**config.mk**
```make
export PLATFORM = sky130hd
export DESIGN_NAME = qbu_reg_list
export DESIGN_NICKNAME = d
export VERILOG_FILES = /design/src/hdl/qbu_pkg.sv /design/src/hdl/qbu_cfg_regs.sv /design/src/hdl/qbu_read_port.sv /design/src/hdl/qbu_reg_list.sv
export VERILOG_INCLUDE_DIRS = /design/src /design/src/hdl
export SDC_FILE = /design/constraint.sdc
export NUM_CORES = 1
export LEC_CHECK = 0
export BUFFER_PORTS_ARGS = -buffer_cell sky130_fd_sc_hd__buf_2
export CAP_MARGIN = 30
export CORE_AREA = 2 2 115 117
export CTS_BUF_LIST = sky130_fd_sc_hd__clkbuf_8
export DETAILED_ROUTE_END_ITERATION = 16
export DIE_AREA = 0 0 117 119
export HOLD_SLACK_MARGIN = 0.08
export PLACE_DENSITY = 0.9
export SETUP_SLACK_MARGIN = 0.1
export SLEW_MARGIN = 30
export SYNTH_ARGS = -nofsm -noshare
export SYNTH_HDL_FRONTEND = slang
export SYNTH_SLANG_ARGS = --single-unit
```
**constraint.sdc**
```tcl
create_clock -name i_clk -period 1.5 [get_ports i_clk]
set_input_delay 0 -clock i_clk [delete_from_list [all_inputs] [get_ports i_clk]]
set_output_delay 0 -clock i_clk [all_outputs]
set_load 0.02 [all_outputs]
```
**src/hdl/qbu_cfg.svh**
```systemverilog
`ifndef QBU_CFG_SVH
`define QBU_CFG_SVH

// ---------------------------------------------------------------------------
// register bus geometry
// ---------------------------------------------------------------------------

// byte wide register address
`define QBU_ADDR_W 8

// read and write data width
`define QBU_DATA_W 16

// ---------------------------------------------------------------------------
// reset values of the writable fields
// ---------------------------------------------------------------------------

// verification on by default
`define QBU_DEF_VERIFY_EN 1'b1

// smallest legal mPacket fragment in bytes
`define QBU_DEF_MIN_FRAG 8'd46

// verify retry interval
`define QBU_DEF_VERIFY_TIMER 8'd10

// inter packet gap in byte times
`define QBU_DEF_IPG_TIMER 8'd12

// 24 bit watchdog split over 0x13 (low 16) and 0x14 (high 8)
`define QBU_DEF_WDOG 24'h01E848

`endif

```
**src/hdl/qbu_pkg.sv**
```systemverilog
`include "qbu_cfg.svh"

package qbu_pkg;

    // ------------------------------------------------------------------------
    // register address map
    // ------------------------------------------------------------------------
    // 0x10..0x12 and 0x16..0x18 left out of the map and read as zero
    typedef enum logic [`QBU_ADDR_W-1:0] {
        addr_preempt_en    = 8'h00,
        addr_verify_en     = 8'h01,
        addr_busy          = 8'h02,
        addr_tx_frag_cnt   = 8'h03,
        addr_rx_frag_cnt   = 8'h04,
        addr_frag_mismatch = 8'h05,
        addr_preempt_state = 8'h06,
        addr_err_rx_crc    = 8'h07,
        addr_err_rx_frame  = 8'h08,
        addr_err_fragment  = 8'h09,
        addr_err_verify    = 8'h0A,
        addr_min_frag_size = 8'h0B,
        addr_verify_timer  = 8'h0C,
        addr_ipg_timer     = 8'h0D,
        addr_reset_ctrl    = 8'h0E,
        addr_verify_ctrl   = 8'h0F,
        addr_wdog_lo       = 8'h13,
        addr_wdog_hi       = 8'h14,
        addr_tx_timeout    = 8'h15
    } qbu_addr_e;

    // one bus cycle without handshake
    typedef struct packed {
        logic                   wr;
        logic                   rd;
        logic [`QBU_ADDR_W-1:0] addr;
        logic [`QBU_DATA_W-1:0] wdata;
    } qbu_bus_req_t;

    // ------------------------------------------------------------------------
    // mac side groups
    // ------------------------------------------------------------------------
    // status and counters sampled from the mac
    typedef struct packed {
        logic        preempt_en;
        logic        rx_busy;
        logic        tx_busy;
        logic        preemptable_frame;
        logic        preempt_active;
        logic [15:0] tx_frag_cnt;
        logic [15:0] rx_frag_cnt;
        logic        frag_mismatch;
        logic [15:0] err_rx_crc_cnt;
        logic [15:0] err_rx_frame_cnt;
        logic [15:0] err_fragment_cnt;
        logic [15:0] err_verify_cnt;
        logic        tx_timeout;
    } qbu_status_t;

    // writable configuration values
    typedef struct packed {
        logic        verify_en;
        logic [7:0]  min_frag_size;
        logic [7:0]  verify_timer;
        logic [7:0]  ipg_timer;
        logic [23:0] watchdog;
    } qbu_cfg_t;

    // update strobes for all fields but verify enable
    typedef struct packed {
        logic min_frag_size;
        logic verify_timer;
        logic ipg_timer;
        logic watchdog;
    } qbu_cfg_valid_t;

    // self clearing control strobes
    typedef struct packed {
        logic reset;
        logic start_verify;
        logic clear_verify;
    } qbu_ctrl_t;

endpackage

```
**src/hdl/qbu_cfg_regs.sv**
```systemverilog
`timescale 1ns/1ns

`include "qbu_cfg.svh"

module qbu_cfg_regs (
    input  logic                   i_clk,
    input  logic                   i_rst_n,
    input  qbu_pkg::qbu_bus_req_t  i_bus_req,
    output qbu_pkg::qbu_cfg_t      o_cfg,
    output qbu_pkg::qbu_cfg_valid_t o_cfg_valid,
    output qbu_pkg::qbu_ctrl_t     o_ctrl
);

    // ------------------------------------------------------------------------
    // state
    // ------------------------------------------------------------------------
    // configuration fields held until rewritten
    qbu_pkg::qbu_cfg_t       cfg_q;
    // per field update strobes
    qbu_pkg::qbu_cfg_valid_t cfg_valid_q;
    // reset / verify control strobes
    qbu_pkg::qbu_ctrl_t      ctrl_q;

    // address seen through the map
    qbu_pkg::qbu_addr_e      wr_addr;

    assign wr_addr = qbu_pkg::qbu_addr_e'(i_bus_req.addr);

    // ------------------------------------------------------------------------
    // configuration fields
    // ------------------------------------------------------------------------
    always_ff @(posedge i_clk or negedge i_rst_n) begin
        if (!i_rst_n) begin
            // come up with the mac defaults
            cfg_q.verify_en     <= `QBU_DEF_VERIFY_EN;
            cfg_q.min_frag_size <= `QBU_DEF_MIN_FRAG;
            cfg_q.verify_timer  <= `QBU_DEF_VERIFY_TIMER;
            cfg_q.ipg_timer     <= `QBU_DEF_IPG_TIMER;
            cfg_q.watchdog      <= `QBU_DEF_WDOG;
        end else if (i_bus_req.wr) begin
            case (wr_addr)
                qbu_pkg::addr_verify_en: begin
                    cfg_q.verify_en <= i_bus_req.wdata[0];
                end
                qbu_pkg::addr_min_frag_size: begin
                    cfg_q.min_frag_size <= i_bus_req.wdata[7:0];
                end
                qbu_pkg::addr_verify_timer: begin
                    cfg_q.verify_timer <= i_bus_req.wdata[7:0];
                end
                qbu_pkg::addr_ipg_timer: begin
                    cfg_q.ipg_timer <= i_bus_req.wdata[7:0];
                end
                // full data word lands in the low half
                qbu_pkg::addr_wdog_lo: begin
                    cfg_q.watchdog[15:0] <= i_bus_req.wdata;
                end
                // only the low byte is meaningful here
                qbu_pkg::addr_wdog_hi: begin
                    cfg_q.watchdog[23:16] <= i_bus_req.wdata[7:0];
                end
                // status, control and unmapped addresses
                default: begin
                end
            endcase
        end
    end

    // ------------------------------------------------------------------------
    // one cycle strobes
    // ------------------------------------------------------------------------
    always_ff @(posedge i_clk or negedge i_rst_n) begin
        if (!i_rst_n) begin
            cfg_valid_q <= '0;
            ctrl_q      <= '0;
        end else begin
            // low unless this edge carries a write
            cfg_valid_q <= '0;
            ctrl_q      <= '0;
            if (i_bus_req.wr) begin
                case (wr_addr)
                    qbu_pkg::addr_min_frag_size: begin
                        cfg_valid_q.min_frag_size <= 1'b1;
                    end
                    qbu_pkg::addr_verify_timer: begin
                        cfg_valid_q.verify_timer <= 1'b1;
                    end
                    qbu_pkg::addr_ipg_timer: begin
                        cfg_valid_q.ipg_timer <= 1'b1;
                    end
                    // watchdog commits on the low half write
                    qbu_pkg::addr_wdog_lo: begin
                        cfg_valid_q.watchdog <= 1'b1;
                    end
                    // bit 0 requests a mac reset
                    qbu_pkg::addr_reset_ctrl: begin
                        ctrl_q.reset <= i_bus_req.wdata[0];
                    end
                    // bit 0 clear and bit 1 start
                    qbu_pkg::addr_verify_ctrl: begin
                        ctrl_q.clear_verify <= i_bus_req.wdata[0];
                        ctrl_q.start_verify <= i_bus_req.wdata[1];
                    end
                    default: begin
                    end
                endcase
            end
        end
    end

    assign o_cfg       = cfg_q;
    assign o_cfg_valid = cfg_valid_q;
    assign o_ctrl      = ctrl_q;

endmodule

```
**src/hdl/qbu_read_port.sv**
```systemverilog
`timescale 1ns/1ns

`include "qbu_cfg.svh"

module qbu_read_port (
    input  logic                   i_clk,
    input  logic                   i_rst_n,
    input  qbu_pkg::qbu_bus_req_t  i_bus_req,
    input  qbu_pkg::qbu_status_t   i_status,
    input  qbu_pkg::qbu_cfg_t      i_cfg,
    output logic [`QBU_DATA_W-1:0] o_bus_dout
);

    // ------------------------------------------------------------------------
    // status capture
    // ------------------------------------------------------------------------
    // mac status sampled once per clock
    qbu_pkg::qbu_status_t     status_q;
    // address seen through the map
    qbu_pkg::qbu_addr_e       rd_addr;
    // selected field before the output flop
    logic [`QBU_DATA_W-1:0]   rd_data;
    // registered read data
    logic [`QBU_DATA_W-1:0]   dout_q;

    always_ff @(posedge i_clk or negedge i_rst_n) begin
        if (!i_rst_n) begin
            status_q <= '0;
        end else begin
            status_q <= i_status;
        end
    end

    assign rd_addr = qbu_pkg::qbu_addr_e'(i_bus_req.addr);

    // ------------------------------------------------------------------------
    // read select
    // ------------------------------------------------------------------------
    // every field zero extended to the bus width
    always_comb begin
        case (rd_addr)
            qbu_pkg::addr_preempt_en:    rd_data = `QBU_DATA_W'(status_q.preempt_en);
            qbu_pkg::addr_verify_en:     rd_data = `QBU_DATA_W'(i_cfg.verify_en);
            // rx in bit 1 and tx in bit 0
            qbu_pkg::addr_busy: begin
                rd_data = `QBU_DATA_W'({status_q.rx_busy, status_q.tx_busy});
            end
            qbu_pkg::addr_tx_frag_cnt:   rd_data = status_q.tx_frag_cnt;
            qbu_pkg::addr_rx_frag_cnt:   rd_data = status_q.rx_frag_cnt;
            qbu_pkg::addr_frag_mismatch: rd_data = `QBU_DATA_W'(status_q.frag_mismatch);
            // preemptable frame above preempt active
            qbu_pkg::addr_preempt_state: begin
                rd_data = `QBU_DATA_W'({status_q.preemptable_frame,
                                        status_q.preempt_active});
            end
            // error counters
            qbu_pkg::addr_err_rx_crc:    rd_data = status_q.err_rx_crc_cnt;
            qbu_pkg::addr_err_rx_frame:  rd_data = status_q.err_rx_frame_cnt;
            qbu_pkg::addr_err_fragment:  rd_data = status_q.err_fragment_cnt;
            qbu_pkg::addr_err_verify:    rd_data = status_q.err_verify_cnt;
            // configuration readback
            qbu_pkg::addr_min_frag_size: rd_data = `QBU_DATA_W'(i_cfg.min_frag_size);
            qbu_pkg::addr_verify_timer:  rd_data = `QBU_DATA_W'(i_cfg.verify_timer);
            qbu_pkg::addr_ipg_timer:     rd_data = `QBU_DATA_W'(i_cfg.ipg_timer);
            qbu_pkg::addr_wdog_lo:       rd_data = i_cfg.watchdog[15:0];
            qbu_pkg::addr_wdog_hi:       rd_data = `QBU_DATA_W'(i_cfg.watchdog[23:16]);
            qbu_pkg::addr_tx_timeout:    rd_data = `QBU_DATA_W'(status_q.tx_timeout);
            // control strobes, dropped debug and frame control registers and holes
            default:                     rd_data = '0;
        endcase
    end

    // ------------------------------------------------------------------------
    // output flop
    // ------------------------------------------------------------------------
    // data one cycle after the strobe and zero on idle cycles
    always_ff @(posedge i_clk or negedge i_rst_n) begin
        if (!i_rst_n) begin
            dout_q <= '0;
        end else if (i_bus_req.rd) begin
            dout_q <= rd_data;
        end else begin
            dout_q <= '0;
        end
    end

    assign o_bus_dout = dout_q;

endmodule

```
**src/hdl/qbu_reg_list.sv**
```systemverilog
`timescale 1ns/1ns

`include "qbu_cfg.svh"

module qbu_reg_list (
    input  logic                    i_clk,
    input  logic                    i_rst_n,
    input  qbu_pkg::qbu_bus_req_t   i_bus_req,
    input  qbu_pkg::qbu_status_t    i_status,
    output logic [`QBU_DATA_W-1:0]  o_bus_dout,
    output qbu_pkg::qbu_cfg_t       o_cfg,
    output qbu_pkg::qbu_cfg_valid_t o_cfg_valid,
    output qbu_pkg::qbu_ctrl_t      o_ctrl
);

    // ------------------------------------------------------------------------
    // internal wiring
    // ------------------------------------------------------------------------
    // config values shared by the mac and the readback path
    qbu_pkg::qbu_cfg_t cfg;

    // ------------------------------------------------------------------------
    // write side
    // ------------------------------------------------------------------------
    // decodes writes into fields and strobes
    qbu_cfg_regs cfg_regs_i (
        .i_clk       (i_clk),
        .i_rst_n     (i_rst_n),
        .i_bus_req   (i_bus_req),
        .o_cfg       (cfg),
        .o_cfg_valid (o_cfg_valid),
        .o_ctrl      (o_ctrl)
    );

    // ------------------------------------------------------------------------
    // read side
    // ------------------------------------------------------------------------
    // same bus request, status capture and read mux
    qbu_read_port read_port_i (
        .i_clk      (i_clk),
        .i_rst_n    (i_rst_n),
        .i_bus_req  (i_bus_req),
        .i_status   (i_status),
        .i_cfg      (cfg),
        .o_bus_dout (o_bus_dout)
    );

    // config also leaves the block
    assign o_cfg = cfg;

endmodule

```
==> Word level (Yosys, flattened, before mapping) <==
Index checks and enable logic that the tools add are counted.
{ "op_classes": {"reduce_logical": 7, "n_eq_ne": 18, "mux": 10} }
{ "op_table": {"columns": ["operator", "count"], "rows": [
  ["case mux 16 bit (17 select lines)", 1],
  ["equality test 8 x 4 -> 1 bit, second input constant", 8],
  ["equality test 8 x 3 -> 1 bit, second input constant", 4],
  ["equality test 8 x 5 -> 1 bit, second input constant", 3],
  ["equality test 8 x 2 -> 1 bit, second input constant", 2],
  ["two-way mux 16 bit", 1],
  ["AND reduction 2 bit", 6],
  ["equality test 8 x 1 -> 1 bit, second input constant", 1],
  ["zero test 8 bit", 1],
  ["two-way mux 1 bit", 5],
  ["two-way mux 4 bit", 1],
  ["two-way mux 3 bit", 1],
  ["two-way mux 2 bit", 1]
]} }
{ "word_totals": {"inputBits": 131, "word_cells": 62, "ff_bits": 175} }

==> Longest topological paths before layout <==
Gate-level depths: netlist of run 1.
{ "logic_depth": {"ltp_word": 3, "mapped_depth": 8} }

==> By module <==
A second synthesis of run 1 with hierarchy kept.
{ "hier_totals": {"cells_unflattened": 482, "hier_area_um2": 6695.2} }
{ "modules_own_cells": {"columns": ["module", "cells_per_inst", "area_per_inst_um2", "n_inst"], "rows": [
  ["qbu_read_port", 352, 4551.9, 1],
  ["qbu_cfg_regs", 130, 2143.3, 1]
]} }

==> Worst setup path before layout of run 1 <==
No wires, ideal clock.
{ "synth_path": {"path_kind": "input -> register", "startpoint": "in i_bus_req[21] in the netlist's numbering", "endpoint": "reg cfg_regs_i.cfg_q, in the netlist cfg_regs_i.o_cfg[40]", "cell_stages": 6, "t_arrival_ns": 1.478, "path_buffers": 2, "required_ns": 1.373, "path_slack_ns": -0.106, "path_cell_list": "or4_1 > buf_2 > nor3_4 > and3_1 > buf_6 > mux2_1"} }
{ "synth_between": {"elab_chain_cells": 2} }
{ "synth_rtl": {"columns": ["element", "line", "rtl"], "rows": [
  ["from (decl)", "qbu_reg_list.sv:8", "input qbu_pkg::qbu_bus_req_t i_bus_req,"],
  ["equality test 8 x 4 -> 1 bit", "qbu_cfg_regs.sv:41", "case (wr_addr)"],
  ["AND reduction 2 bit (no line)", null, null],
  ["to (decl)", "qbu_cfg_regs.sv:18", "qbu_pkg::qbu_cfg_t cfg_q;"]
]} }
Every way passes these cells.
A chain may end at the register's enable or synchronous reset.

==> Worst setup path in the final report of run 1 <==
{ "layout_path": {"startpoint": "reg read_port_i.status_q[102] in the netlist's numbering", "endpoint": "reg read_port_i.dout_q[0] (netlist: read_port_i.o_bus_dout[0])"} }
{ "layout_between": {"elab_chain_cells": 2} }
{ "layout_rtl": {"columns": ["element", "line", "rtl"], "rows": [
  ["from (decl)", "qbu_read_port.sv:18", "qbu_pkg::qbu_status_t status_q;"],
  ["from (signal assigned)", "qbu_read_port.sv:30", "status_q <= i_status;"],
  ["case mux 16 bit (17 select lines)", "qbu_read_port.sv:41", "case (rd_addr)"],
  ["two-way mux 16 bit", "qbu_read_port.sv:80", "end else if (i_bus_req.rd) begin"],
  ["to (signal assigned)", "qbu_read_port.sv:81", "dout_q <= rd_data;"],
  ["to (decl)", "qbu_read_port.sv:24", "logic [`QBU_DATA_W-1:0] dout_q;"]
]} }
Every way passes these cells.

==> results.md, run 1 <==
- The pin count of the biggest net entering global routing is 69.
- The data required time at the worst endpoint is between 1.5 and 2 ns.
- The finished cells cover 9930 µm².
- The number of max-slew violations in the final report is 0.
- TritonCTS built the clock tree.
- The critical path endpoint category is a flop.
- The final number of setup-violating endpoints is 0.
- The worst reg2reg path depth is 5.
- In the routed design, unresolved DRC markers number 0.
- The worst setup path is launched from a flop.
- The capture point of the worst reg-to-reg path is read_port_i.o_bus_dout[0]$_DFF_PN0_.
- The mean instance size in the synthesized netlist is 13.2 µm².
- The flow ran to the end, and the final reports show no timing, DRC or antenna violations.
- The H-tree generated during clock tree synthesis spans 4 levels.
- The wire length of the first global-routing pass is 36.7 mm.
- The worst-case clock buffer depth is 2.
- Across the run, the number of max-cap violations was 0.
- Setup slack closes at 0.0677 ns.
- The number of global-route vias before repair is a little under 7,000.
- The wire length on met3 is about 1.9 mm.
- Along the worst hold path, the cell count comes to 6.
- The launch instance of the worst register-to-register path is read_port_i.status_q[102]$_DFF_PN0_.
- The total of warnings raised by yosys is 0.
- The average wire per cell in the routed design is 22.5 µm.
- Headroom to the max-slew limit came out at 0.551.
- The share of the Yosys chip area taken by registers is 0.670.
- The overall power after layout is between 0.009 and 0.01 W.
- The residual overflow from global routing is 0.
- The total power divided by cell area is 948 nW/µm².
- The path class of the tightest hold or removal check is in2reg.
- The worst setup timing slack at the placement stage is -0.157 ns.
- The total wire length is 24.3 mm.
- The share of synthesized area in the top cell type comes to 0.606.
- The fraction of the core area covered by cells at the end of the flow is 0.771.
- The count of input and output buffers is 202.
- The y dimension of the die is 119 µm.
- After detailed routing, the met2 layer carries 11.8 mm of wire.
- The routability congestion estimate is 0.927.
- The via count is slightly above 6,000.
- Data arrives at the worst endpoint at 1.78 ns.
- The uppermost layer routed is met4.
- The peak supply drop is 0.684 mV.
- For this run, the post-layout net count is between 1,000 and 1,500.
- The first TritonRoute pass finished after 6 iterations.
- Ranked by total cell area, the synthesized netlist is headed by sky130_fd_sc_hd__dfrtp_1 61%, sky130_fd_sc_hd__dfstp_2 6.4%, sky130_fd_sc_hd__mux2_2 5.5%.
- In this run the most critical hold path is launched from i_bus_req[21].
- The final critical delay including setup and external delays is 1.43 ns.
- The worst hold path terminates at read_port_i.o_bus_dout[2]$_DFF_PN0_.
- The peak clock frequency supported by timing is 0.698 GHz.
- The starting density of the core is 0.510.
- In the layout the commonest cells are 201 x sky130_fd_sc_hd__buf_2, 159 x sky130_fd_sc_hd__dfrtp_1, 123 x sky130_fd_sc_hd__dlygate4sd3_1.
- The number of top-level pins is 203.
- Using the TritonRoute via totals, the vias-per-cell ratio works out to 5.70.
- Across every metal layer, demand over resource in global routing totals 0.360.
- The met1 wire length is around 8.6 mm.
- The distinct cell type count after synthesis is 49.
- Of all cell types, the one taking the most synthesized area is sky130_fd_sc_hd__dfrtp_1.
- The floorplan has 42 rows.
- By startpoint and endpoint, the worst setup path is classified as reg2reg.
- The total half-perimeter wirelength after legalization and detailed placement is 15.0 mm.
- In this run the register-to-register setup slack is 0.07 ns.
- The post-route clock skew is roughly 0.018 ns.
- On the worst path, the slowest cell contributes a delay of roughly 0.38 ns.
- The total area inside the core boundary comes to 12,900 µm².
- The critical path contains buffers and inverters numbering 0 combined.
- The final count of hold timing violations is 0.
- The initial antenna violation count came to 3.
- The post-synthesis instance area is ~6600 µm².
- Synthesis produced 499 cells.
- The die width is 117 µm.
- Of the cells placed in the final design, the portion with a size suffix greater than 1 is 0.410.
- The latest clock arrival within the worst-skew pair is 0.47 ns.
- The clock edge transition at the registers on the reported setup and hold paths is 0.09 ns.
- The maximum fanout count along the critical path is 1.
- The library cell used most frequently in the layout, excluding fill and tap cells, is sky130_fd_sc_hd__buf_2.
- The detailed router finished its first iteration with 726 violations.
- The kind of cell adding the most delay to the critical path is compound AO/OA/AOI/OAI gates.
- The post-route clock period utilization is 0.955.
- The TritonCTS sink count is ~180.
- The final antenna-violating net count is 0.
- The static leakage is 4.92 nW.
- The synthesized design contains around 180 register bits.
- For the pin with the worst max-slew slack, the measured transition is ~0.67 ns.
- Walking the worst path, the cells encountered are mux2_4 -> a32oi_2 -> o21ai_1 -> a221oi_1 -> a21oi_1.
- The net count after synthesis is 630.
- The area growth from synthesis to layout is 51.2%.
- For this design, the slowest cell found on the critical path is sky130_fd_sc_hd__dfrtp_1.
- Once placement finished, the instance area stood at 8260 µm².
- The summed negative setup slack over all endpoints is 0 ns.
- The cell at the root of the clock tree is sky130_fd_sc_hd__clkbuf_8.
- The number of clock buffers inserted by TritonCTS is 17.
- The die covers 13,900 µm².
- Setup repair after global routing could not meet its margin everywhere.
-- where the power goes --
part | internal (W) | switching (W)
sequential | 0.00494 | 0.000123
clock | 0.00133 | 0.00183
combinational | 0.000591 | 0.000606
total | 0.00686 | 0.00256
-- registers in the layout (all words and copies together), names as in the netlist --
signal,count
cfg_regs_i.o_cfg_valid,4
cfg_regs_i.o_cfg,49
cfg_regs_i.o_ctrl,3
read_port_i.status_q,103
read_port_i.o_bus_dout,16
-- synth_stat cells, drive strengths merged --
library cell / n
mux4: 2
a31oi: 5
nor3: 5
inv: 4
nor2: 14
clkinv: 1
nand4b: 1
or3: 4
a32oi: 3
nor3b: 4
or4: 1
a22oi: 24
o21ai: 16
a221oi: 1
dfstp: 16
o22a: 1
nand2b: 2
a21oi: 19
dfrtp: 159
nand2: 79
a22o: 11
o32ai: 5
a222oi: 2
mux2i: 20
a211oi: 1
nor4bb: 2
buf: 13
and2: 3
nand4: 2
clkbuf: 12
mux2: 40
o32a: 1
o22ai: 4
and3b: 1
nor2b: 3
o311ai: 1
nor4b: 1
a311oi: 2
a21boi: 1
nor4: 1
nand3: 5
and3: 7
-- logic make-up (layout without fill, tap and decap cells) --
| family | Yosys count | in the layout | share of synthesized area |
|---|---|---|---|
| DFF | 175 | 175 | 0.670 |
| and+or+nand+nor | 135 | 135 | 0.101 |
| AOI/OAI and AO/OA | 97 | 97 | 0.103 |
| muxes | 62 | 62 | 0.106 |
| buffers and inverters | 30 | 431 | 0.0204 |
| other | 0 | 4 | 0 |
-- worst register-to-register path: cells and delay by family, from the launching register on --
kind	cells	cell delay (ns)
mux	1	0.29
compound gates	4	0.65
flops	1	0.38
-- routing by layer --
metal | vias up | track usage
met2 | 470 | 0.563
met4 | 0 | 0.267
met3 | 153 | 0.0779
met5 | - | 0
met1 | 2965 | 0.434
li1 | 2563 | -
-- layout make-up --
class / instances / area [µm²]
sequential: 175 / 4400
fill: 733 / 2950
timing repair buffer: 394 / 2820
multi-input combinational: 294 / 2090
clock buffer: 17 / 234
tap: 176 / 220
clock inverter: 15 / 134
inverter: 5 / 18.8
antenna: 4 / 10.0
-- stage by stage --
| step | instances | hold slack [ns] |
|---|---|---|
| after floorplan | 499 | -0.296 |
| after global placement | 919 | -0.114 |
| after detailed placement | 919 | -0.103 |
| after CTS | 1075 | 0.112 |
| after global routing | 1079 | 0.143 |
| final | 1080 | 0.141 |
-- timing repair --
action / CTS / global route
setup endpoints to repair: 2 / 5
hold buffers: 123 / 0
resized for setup: 4 / 5
setup buffers: 1 / 1
pin swaps: 3 / 2
endpoints found under the hold margin: 346 / 0
-- how the worst max path moves through the flow --
stage | from | end | depth (start not counted)
floorplan | i_bus_req[21] | cfg_regs_i.o_cfg[40]$_DFFE_PN0P_ | 6
global placement | i_bus_req[20] | read_port_i.o_bus_dout[7]$_DFF_PN0_ | 6
detailed placement | i_bus_req[16] | read_port_i.o_bus_dout[14]$_DFF_PN0_ | 8
CTS | read_port_i.status_q[102]$_DFF_PN0_ | read_port_i.o_bus_dout[0]$_DFF_PN0_ | 5
global route | read_port_i.status_q[102]$_DFF_PN0_ | read_port_i.o_bus_dout[0]$_DFF_PN0_ | 5
finish | read_port_i.status_q[102]$_DFF_PN0_ | read_port_i.o_bus_dout[0]$_DFF_PN0_ | 5
Power figures use the tool's default switching activity.
==> inputs of run 2 (changes only) <==
- ABC_AREA: unset -> 1
- CORE_AREA: 2 2 115 117 -> 2 2 116 118
- DIE_AREA: 0 0 117 119 -> 0 0 118 120
- SLEW_MARGIN: 30 -> 0
==> run 2 against run 1 <==
Clock skew down 0.0075 ns. Hold slack worse by 0.025 ns. Sequential power about the same. Combinational power down 16%. Final cell count up 13%. Synthesized area up 1.9%.
==> results.md, run 2 <==
- The run finished with clean final reports.
- The share of synthesized area in the top cell type comes to 0.595.
- For this run, asynchronously set or reset flops after synthesis account for 1.00.
- The most common cell in the synthesized netlist is sky130_fd_sc_hd__nand2_1.
- The register with the most flip-flops in the layout has 103 of them.
- The core region is 13,000 µm².
- The final number of setup-violating endpoints is 0.
- For this run, the detailed router's first-pass iteration total came to 5.
- The peak clock frequency supported by timing is roughly 0.7 GHz.
- The setup check on the worst reg-to-reg path leaves a slack of 0.15 ns.
- Entering global routing, the biggest net connects 53 pins.
- The total half-perimeter wirelength after legalization and detailed placement is 13.3 mm.
- The post-route clock skew is 0.0105 ns.
- 0 antenna diodes ended up in the layout.
- The startpoint identified for the worst register-to-register timing path is cfg_regs_i.o_cfg[13]$_DFFE_PN1P_.
- Yosys mapped the design onto 30 distinct sky130hd cell types.
- The number of global-route vias before repair is 6,772.
- Of the cells placed in the final design, the portion with a size suffix greater than 1 is 0.316.
- The post-synthesis cell type with the largest combined area is sky130_fd_sc_hd__dfrtp_1.
- The sequential cell area is 4400 µm².
- Wires add up to 23.0 mm.
- In the post-synthesis netlist, the biggest area contributors are sky130_fd_sc_hd__dfrtp_1 59%, sky130_fd_sc_hd__nand2_1 14%, sky130_fd_sc_hd__dfstp_2 6.3%.
- VDD sags by at most 0.973 mV.
- The nature of the critical path startpoint is an input port.
- The first global-routing pass estimated between 30 and 40 mm of wire.
- Summing all placed instances gives a cell area of 8060 µm².
- The maximum fanout count along the critical path is 8.
- No sink is reached through more buffers than the 2 on the longest clock path.
- The mean instance size in the synthesized netlist is 10.1 µm².
- The critical path is of the in2reg type.
- In the layout the commonest cells are 250 x sky130_fd_sc_hd__nand2_1, 200 x sky130_fd_sc_hd__buf_2, 159 x sky130_fd_sc_hd__dfrtp_1.
- Using the TritonRoute via totals, the vias-per-cell ratio works out to 5.18.
- The count of state elements after synthesis is between 150 and 200.
- The floorplan step set the die height to 120 µm.
- The routed layout has 6,336 vias.
- The total power divided by cell area is approximately 960 nW/µm².
- At the later pin of the worst-skew pair, clock insertion delay measures 0.46 ns.
- The number of nets in the synthesized netlist is 795.
- In this run the remaining antenna-violating nets after routing total 0.
- The capture point of the worst reg-to-reg path is cfg_regs_i.o_cfg[13]$_DFFE_PN1P_.
- The data required time at the worst endpoint is roughly 1.9 ns.
- Yosys mapped a number of flops with a built-in enable equal to 0.
- Sorting the synthesized cells by how often they occur yields 252 x sky130_fd_sc_hd__nand2_1, 159 x sky130_fd_sc_hd__dfrtp_1, 51 x sky130_fd_sc_hd__nor2_1.
- The initial antenna violation count was 0.
- The residual overflow from global routing is 0.
- At the pin with the least slew margin, the transition time is 0.465 ns.
- The register with the most flip-flops is read_port_i.status_q.
- The post-route standard cell area excluding fillers is 9930 µm².
- The static leakage is 5.11 nW.
- The count of input and output buffers is approximately 200.
- In the final timing run, aggregate negative setup slack is 0 ns.
- Among all flip-flop cells after synthesis, the most frequent one is sky130_fd_sc_hd__dfrtp_1.
- The synthesized instance count is 664.
- The final count of hold timing violations is 0.
- The share of the Yosys chip area taken by registers is 0.658.
- The destination of the worst hold path is cfg_regs_i.o_cfg[48]$_DFFE_PN1P_.
- The headroom to the max-slew limit is 0.690.
- For this run, the post-layout net count is 1,164.
- After detailed routing, the number of remaining DRC violations is 0.
- Clock-pin slew was measured on the worst setup and hold paths at 0.09 ns.
- Setup repair after global routing could not meet its margin everywhere.
- The die width is around 120 µm.
- The tree is rooted in a sky130_fd_sc_hd__clkbuf_8.
- The worst setup path is captured at a flop.
- At the end of routability-driven placement, the weighted congestion stood at slightly above 0.9.
- The max capacitance violation total is 0.
- The number of clock buffers inserted by TritonCTS is 17.
- The tightest min-delay check is of the in2reg type.
- Leaving out fill and tap cells, the most frequent cell in the layout is sky130_fd_sc_hd__nand2_1.
- The initialized floorplan defines 42 standard-cell rows.
- The post-synthesis instance area is 6690 µm².
- The final critical delay including setup and external delays is 1.40 ns.
- The TritonCTS clock tree is built.
- The number of H-tree branching levels is 4.
- The count of routing violations after the opening detailed-route iteration is 567.
- The number of fillers in the final layout is 827.
- Of the available clock period, the critical path in the final layout requires 0.932.
- At the end of the flow the core is filled with cells to 0.765.
- The number of max-slew violations in the final report is 0.
- For the worst setup path, the data arrival time is approximately 1.8 ns.
- The die outline area is approximately 14,000 µm².
- The count of cells along the worst hold path is 5.
- The area of the multi-input gates is roughly 2100 µm².
- The tree built by TritonCTS fans out to 175 sinks.
- The combined global-route utilization of all metal layers is 0.334.
- The startpoint of the most critical hold path is i_bus_req[16].
- During synthesis, Yosys emitted a total of 0 warnings.
- The starting density of the core is 0.515.
- The average wire per cell in the routed design is around 19 µm.
- The relative area change from synthesis to final layout is 48.5%.
- For this design the top-level I/O count stands at 203.
- Counting cells, the worst reg-to-reg path comes to 3.
run 2: cell types whose count changed in the layout (fill, tap and decap cells not counted), moves of 19 or more:
cell                      change
sky130_fd_sc_hd__mux2_2      -30
sky130_fd_sc_hd__inv_1       +19
sky130_fd_sc_hd__a22oi_1     -22
sky130_fd_sc_hd__nand3_1     +32
sky130_fd_sc_hd__nor2_1      +35
sky130_fd_sc_hd__nand2_1    +173
sky130_fd_sc_hd__buf_4       -47
sky130_fd_sc_hd__mux2i_1     -20
run 2: what timing repair did:
action,in CTS,in global routing
gates resized for setup,0,9
setup endpoints to repair,0,22
buffers inserted,0,4
hold buffers,136,0
hold endpoints to repair,348,0
run 2: final cells by class:
class,instances,share of cell area
Clock inverter,13,0.0152
Tap cell,176,0.0222
Inverter,33,0.0128
Timing Repair Buffer,365,0.272
Multi-Input combinational cell,441,0.208
Sequential cell,175,0.443
Clock buffer,19,0.0263
run 2: stage by stage:
step | power, W | hold slack [ns] | worst slack, ns | cells
finish | 0.00952 | 0.115 | 0.102 | 1222
global route | 0.00984 | 0.147 | 0.0691 | 1222
CTS | 0.00945 | 0.0887 | 0.124 | 1217
detailed placement | 0.00586 | -0.0915 | 0.00868 | 1049
global placement | 0.00584 | -0.0906 | 0.0756 | 1049
floorplan | 0.00539 | -0.296 | 0.404 | 664
run 2: per-layer routing:
layer / up-vias / wire [µm] / global-route usage
met3: 119 / 1540 / 0.0794
li1: 2834 / - / -
met4: 0 / 1360 / 0.203
met5: - / 0 / 0
met2: 367 / 11700 / 0.570
met1: 3016 / 8330 / 0.382
run 2: power by group:
group	switching (W)	internal, W
sequential	0.000129	0.00495
clock	0.00182	0.00161
combinational	0.000519	0.000491
run 2: kinds of logic (layout without fill, tap and decap cells):
| group | Yosys count | in the layout | share of synthesized area |
|---|---|---|---|
| compound gates | 55 | 55 | 0.0518 |
| buf+inv | 48 | 430 | 0.0355 |
| flops | 175 | 175 | 0.658 |
| mux | 2 | 2 | 0.00337 |
| simple gates | 384 | 384 | 0.251 |
run 2: worst max-delay path, cell delays in order:
cell and delay [ns]:
sky130_fd_sc_hd__clkbuf_4 0.15, sky130_fd_sc_hd__nand2_2 0.06, sky130_fd_sc_hd__dlygate4sd3_1 0.57, sky130_fd_sc_hd__buf_4 0.17, sky130_fd_sc_hd__nor3_4 0.23, sky130_fd_sc_hd__buf_12 0.19, sky130_fd_sc_hd__buf_12 0.11, sky130_fd_sc_hd__nand2_1 0.04
sky130_fd_sc_hd__nand4_1 0.08, sky130_fd_sc_hd__nor2_1 0.07, sky130_fd_sc_hd__nor2_1 0.12
run 2: worst max-delay path by stage:
stage,startpoint,slack [ns],cells past startpoint,end
after floorplan,i_bus_req[23],0.40,10,cfg_regs_i.o_cfg[37]$_DFFE_PN0P_
after global routing,i_bus_req[17],0.07,10,read_port_i.o_bus_dout[11]$_DFF_PN0_
after global placement,i_bus_req[23],0.08,11,read_port_i.o_bus_dout[12]$_DFF_PN0_
final,i_bus_req[17],0.10,11,read_port_i.o_bus_dout[11]$_DFF_PN0_
after detailed placement,i_bus_req[23],0.009,10,cfg_regs_i.o_cfg[44]$_DFFE_PN0P_
after CTS,i_bus_req[18],0.12,8,cfg_regs_i.o_cfg[0]$_DFFE_PN0P_
==> inputs of run 3 (changes only) <==
- CORE_AREA: 2 2 116 118 -> 2 2 122 112
- DIE_AREA: 0 0 118 120 -> 0 0 124 114
==> run 3 against run 2 <==
Wire length up 5.8%. Largest cell class unchanged. Largest power group unchanged. Critical path type unchanged. Non-clock buffer count grew 3. First-iteration DRC count down 0.88%. Total power shrank 0.74%.
==> results.md, run 3 (synthesis results as in run 2) <==
- IR analysis of the VDD net gives a maximum drop of 0.783 mV.
- In this run the clock root is driven by a sky130_fd_sc_hd__clkbuf_8.
- The register with the most flip-flops is read_port_i.status_q.
- Across the run, the number of max-cap violations was 0.
- The number of fillers in the final layout is 834.
- Of all nets on the critical path, the largest fanout is 15.
- The area of the multi-input gates is 2090 µm².
- In this run the static leakage power is 5.14 nW.
- The number of global-route vias before repair was a little under 7,000.
- Setup repair after global routing could not meet its margin everywhere.
- The remaining design rule violation count is 0.
- The post-route clock skew is 0.0186 ns.
- The flow ran to the end, and the final reports show no timing, DRC or antenna violations.
- The later pin in the worst-skew pair is clocked with a latency of 0.49 ns.
- The switching fraction of total power is 0.273.
- The summed negative setup slack over all endpoints is 0 ns.
- For this block, the via count after detailed routing is around 6,500.
- After global routing the overflow that remains totals 0.
- The register with the most flip-flops in the layout has 103 of them.
- On the worst path, the slowest cell contributes a delay of 0.55 ns.
- In this run the worst hold path is classified as in2reg.
- The internal power summed over all cells is 0.00686 W.
- The share of final-layout standard cells stronger than drive strength 1 is 0.316.
- Summing all placed instances gives a cell area of 8090 µm².
- Clock-pin slew was measured on the worst setup and hold paths at 0.11 ns.
- Relative to the synthesized area, the layout overhead comes to 49.1%.
- The count of input and output buffers is 202.
- The number of H-tree branching levels is 4.
- The total wire length is 24.3 mm.
- At the pin with the least slew margin, the transition time is 0.419 ns.
- For this run, the post-layout net count is ~1,200.
- The number of clock buffers inserted by TritonCTS is 17.
- The total power divided by cell area is between 900 and 1000 nW/µm².
- The initial antenna violation count was 1.
- Entering global routing, the biggest net connects 53 pins.
- The y dimension of the die is 114 µm.
- Data arrives at the worst endpoint at 1.82 ns.
- The nature of the critical path startpoint is an input port.
- The switching component of the power is between 0.002 and 0.003 W.
- The worst path meets setup with approximately 0.099 ns of slack.
- The worst path needs approximately 1.4 ns of the cycle, external delays included.
- The post-route standard cell area excluding fillers is 9970 µm².
- The critical path class is in2reg.
- The cell with the most instances on the worst path is sky130_fd_sc_hd__nand2_2.
- The number of instances in the placed design is about 1,000.
- The headroom to the max-slew limit is 0.721.
- The number of max-slew violations in the final report is 0.
- TritonCTS built the clock tree.
- The post-route clock period utilization is 0.934.
- Leaving out fill and tap cells, the most frequent cell in the layout is sky130_fd_sc_hd__nand2_1.
- In the layout the commonest cells are 251 x sky130_fd_sc_hd__nand2_1, 201 x sky130_fd_sc_hd__buf_2, 159 x sky130_fd_sc_hd__dfrtp_1.
- The count of routing violations after the opening detailed-route iteration is 562.
- The core footprint is roughly 13,000 µm².
- The worst hold-check slack is 0.0791 ns.
- The TritonCTS sink count is 175.
- The number of vias per cell is 5.33.
- The final count of hold timing violations was 0.
- The wire-length estimate of the detail-placed layout is 13.0 mm.
- The data required time at the worst endpoint is 1.91 ns.
- The worst-path cell with the longest stage delay is sky130_fd_sc_hd__dlygate4sd3_1.
- The die width is 124 µm.
- Dividing the detail-routed wire length by the instance count gives 19.9 µm.
- In this run the remaining antenna-violating nets after routing total 0.
- The die outline area is 14,100 µm².
- The starting density of the core is 0.514.
- The number of iterations in the first detailed-routing pass is 5.
- The worst setup timing slack at the placement stage is 0.00780 ns.
- The final number of setup-violating endpoints is 0.
- The number of top-level pins is 203.
- Leaving out filler cells and counting taps, the final layout contains 1,220.
- The share of total power dissipated in sequential elements is 0.538.
- Counting along the longest clock path gives a buffer depth of 2.
- The share of total power in the clock network is 0.354.
- The routability congestion estimate is 0.916.
- The critical path endpoint category is a flop.
- The combinational cell fraction of total power is 0.108.
- The combined global-route utilization of all metal layers is 0.359.
- The wire length of the first global-routing pass is around 37 mm.
- Timing would allow up to slightly above 0.7 GHz.
- The critical path goes through buf_2 -> nand2_2 -> dlygate4sd3_1 -> buf_4 -> nor3_4 -> buf_12 -> nor3_1 -> nand3_1 -> nand2_2 -> nor2_1.
- The sequential cell area is 4400 µm².
- The placement row count is 40.
-- run 3: cell count changes in the layout (fill, tap and decap cells not counted), sizes merged, moves of 2 or more --
cell | previous run | this run
buf | 227 | 230
clkbuf | 21 | 18
clkinv | 3 | 6
diode | 0 | 3
dlygate4sd3 | 135 | 137
-- run 3: final cells by class --
type | count | area share
Timing Repair Buffer | 368 | 0.274
Sequential cell | 175 | 0.441
Multi-Input combinational cell | 441 | 0.210
Antenna cell | 3 | 0.000753
Clock buffer | 18 | 0.0248
Inverter | 33 | 0.0127
Clock inverter | 14 | 0.0154
Tap cell | 168 | 0.0211
-- run 3: layer usage --
metal	GRT usage	part of all wire	vias up
li1	-	-	2851
met1	0.410	0.35	3110
met2	0.592	0.50	410
met3	0.104	0.081	126
met4	0.227	0.064	0
met5	0	0	-
-- run 3: power groups by stage --
stage	Clock [W]	Combinational [W]	Sequential, W
2_1_floorplan	0	0.000168	0.00522
3_3_place_gp	0	0.000689	0.00514
3_5_place_dp	0	0.000705	0.00515
4_1_cts	0.00331	0.000971	0.00506
5_1_grt	0.00354	0.00110	0.00510
6_report	0.00335	0.00102	0.00508
-- run 3: path summary, 6_finish.rpt --
| path | start | end | slack (ns) | cells past startpoint |
|---|---|---|---|---|
| worst max-delay path | i_bus_req[17] | read_port_i.o_bus_dout[14]$_DFF_PN0_ | 0.1 | 10 |
| worst min-delay path | i_bus_req[25] | cfg_regs_i.o_cfg[7]$_DFFE_PN0P_ | 0.08 | 4 |
| worst max register to register | cfg_regs_i.o_cfg[14]$_DFFE_PN1P_ | cfg_regs_i.o_cfg[14]$_DFFE_PN1P_ | 0.18 | 3 |
| worst min register to register | cfg_regs_i.o_cfg[33]$_DFFE_PN1P_ | cfg_regs_i.o_cfg[33]$_DFFE_PN1P_ | 0.50 | 2 |
| max in group asynchronous | i_rst_n | cfg_regs_i.o_cfg[16]$_DFFE_PN1P_ | 0.28 | 4 |
| min in group asynchronous | i_rst_n | read_port_i.status_q[31]$_DFF_PN0_ | 0.53 | 3 |
-- run 3: per-stage QoR --
| stage | utilization | power [W] |
|---|---|---|
| finish | 0.767 | 0.00945 |
| global route | 0.766 | 0.00974 |
| CTS | 0.758 | 0.00934 |
| detailed placement | 0.621 | 0.00585 |
| global placement | 0.621 | 0.00583 |
| floorplan | - | 0.00539 |
-- run 3: timing repair --
item	CTS	global route
resized for setup	0	12
buffers inserted	0	5
endpoints found under the hold margin	348	0
endpoints found under the setup margin	0	29
hold buffers	138	0
-- run 3: worst max-delay path: cells and delay by family --
kind / cells / cell delay, ns
buffers and inverters: 4 / 1.04
and+or+nand+nor: 6 / 0.77
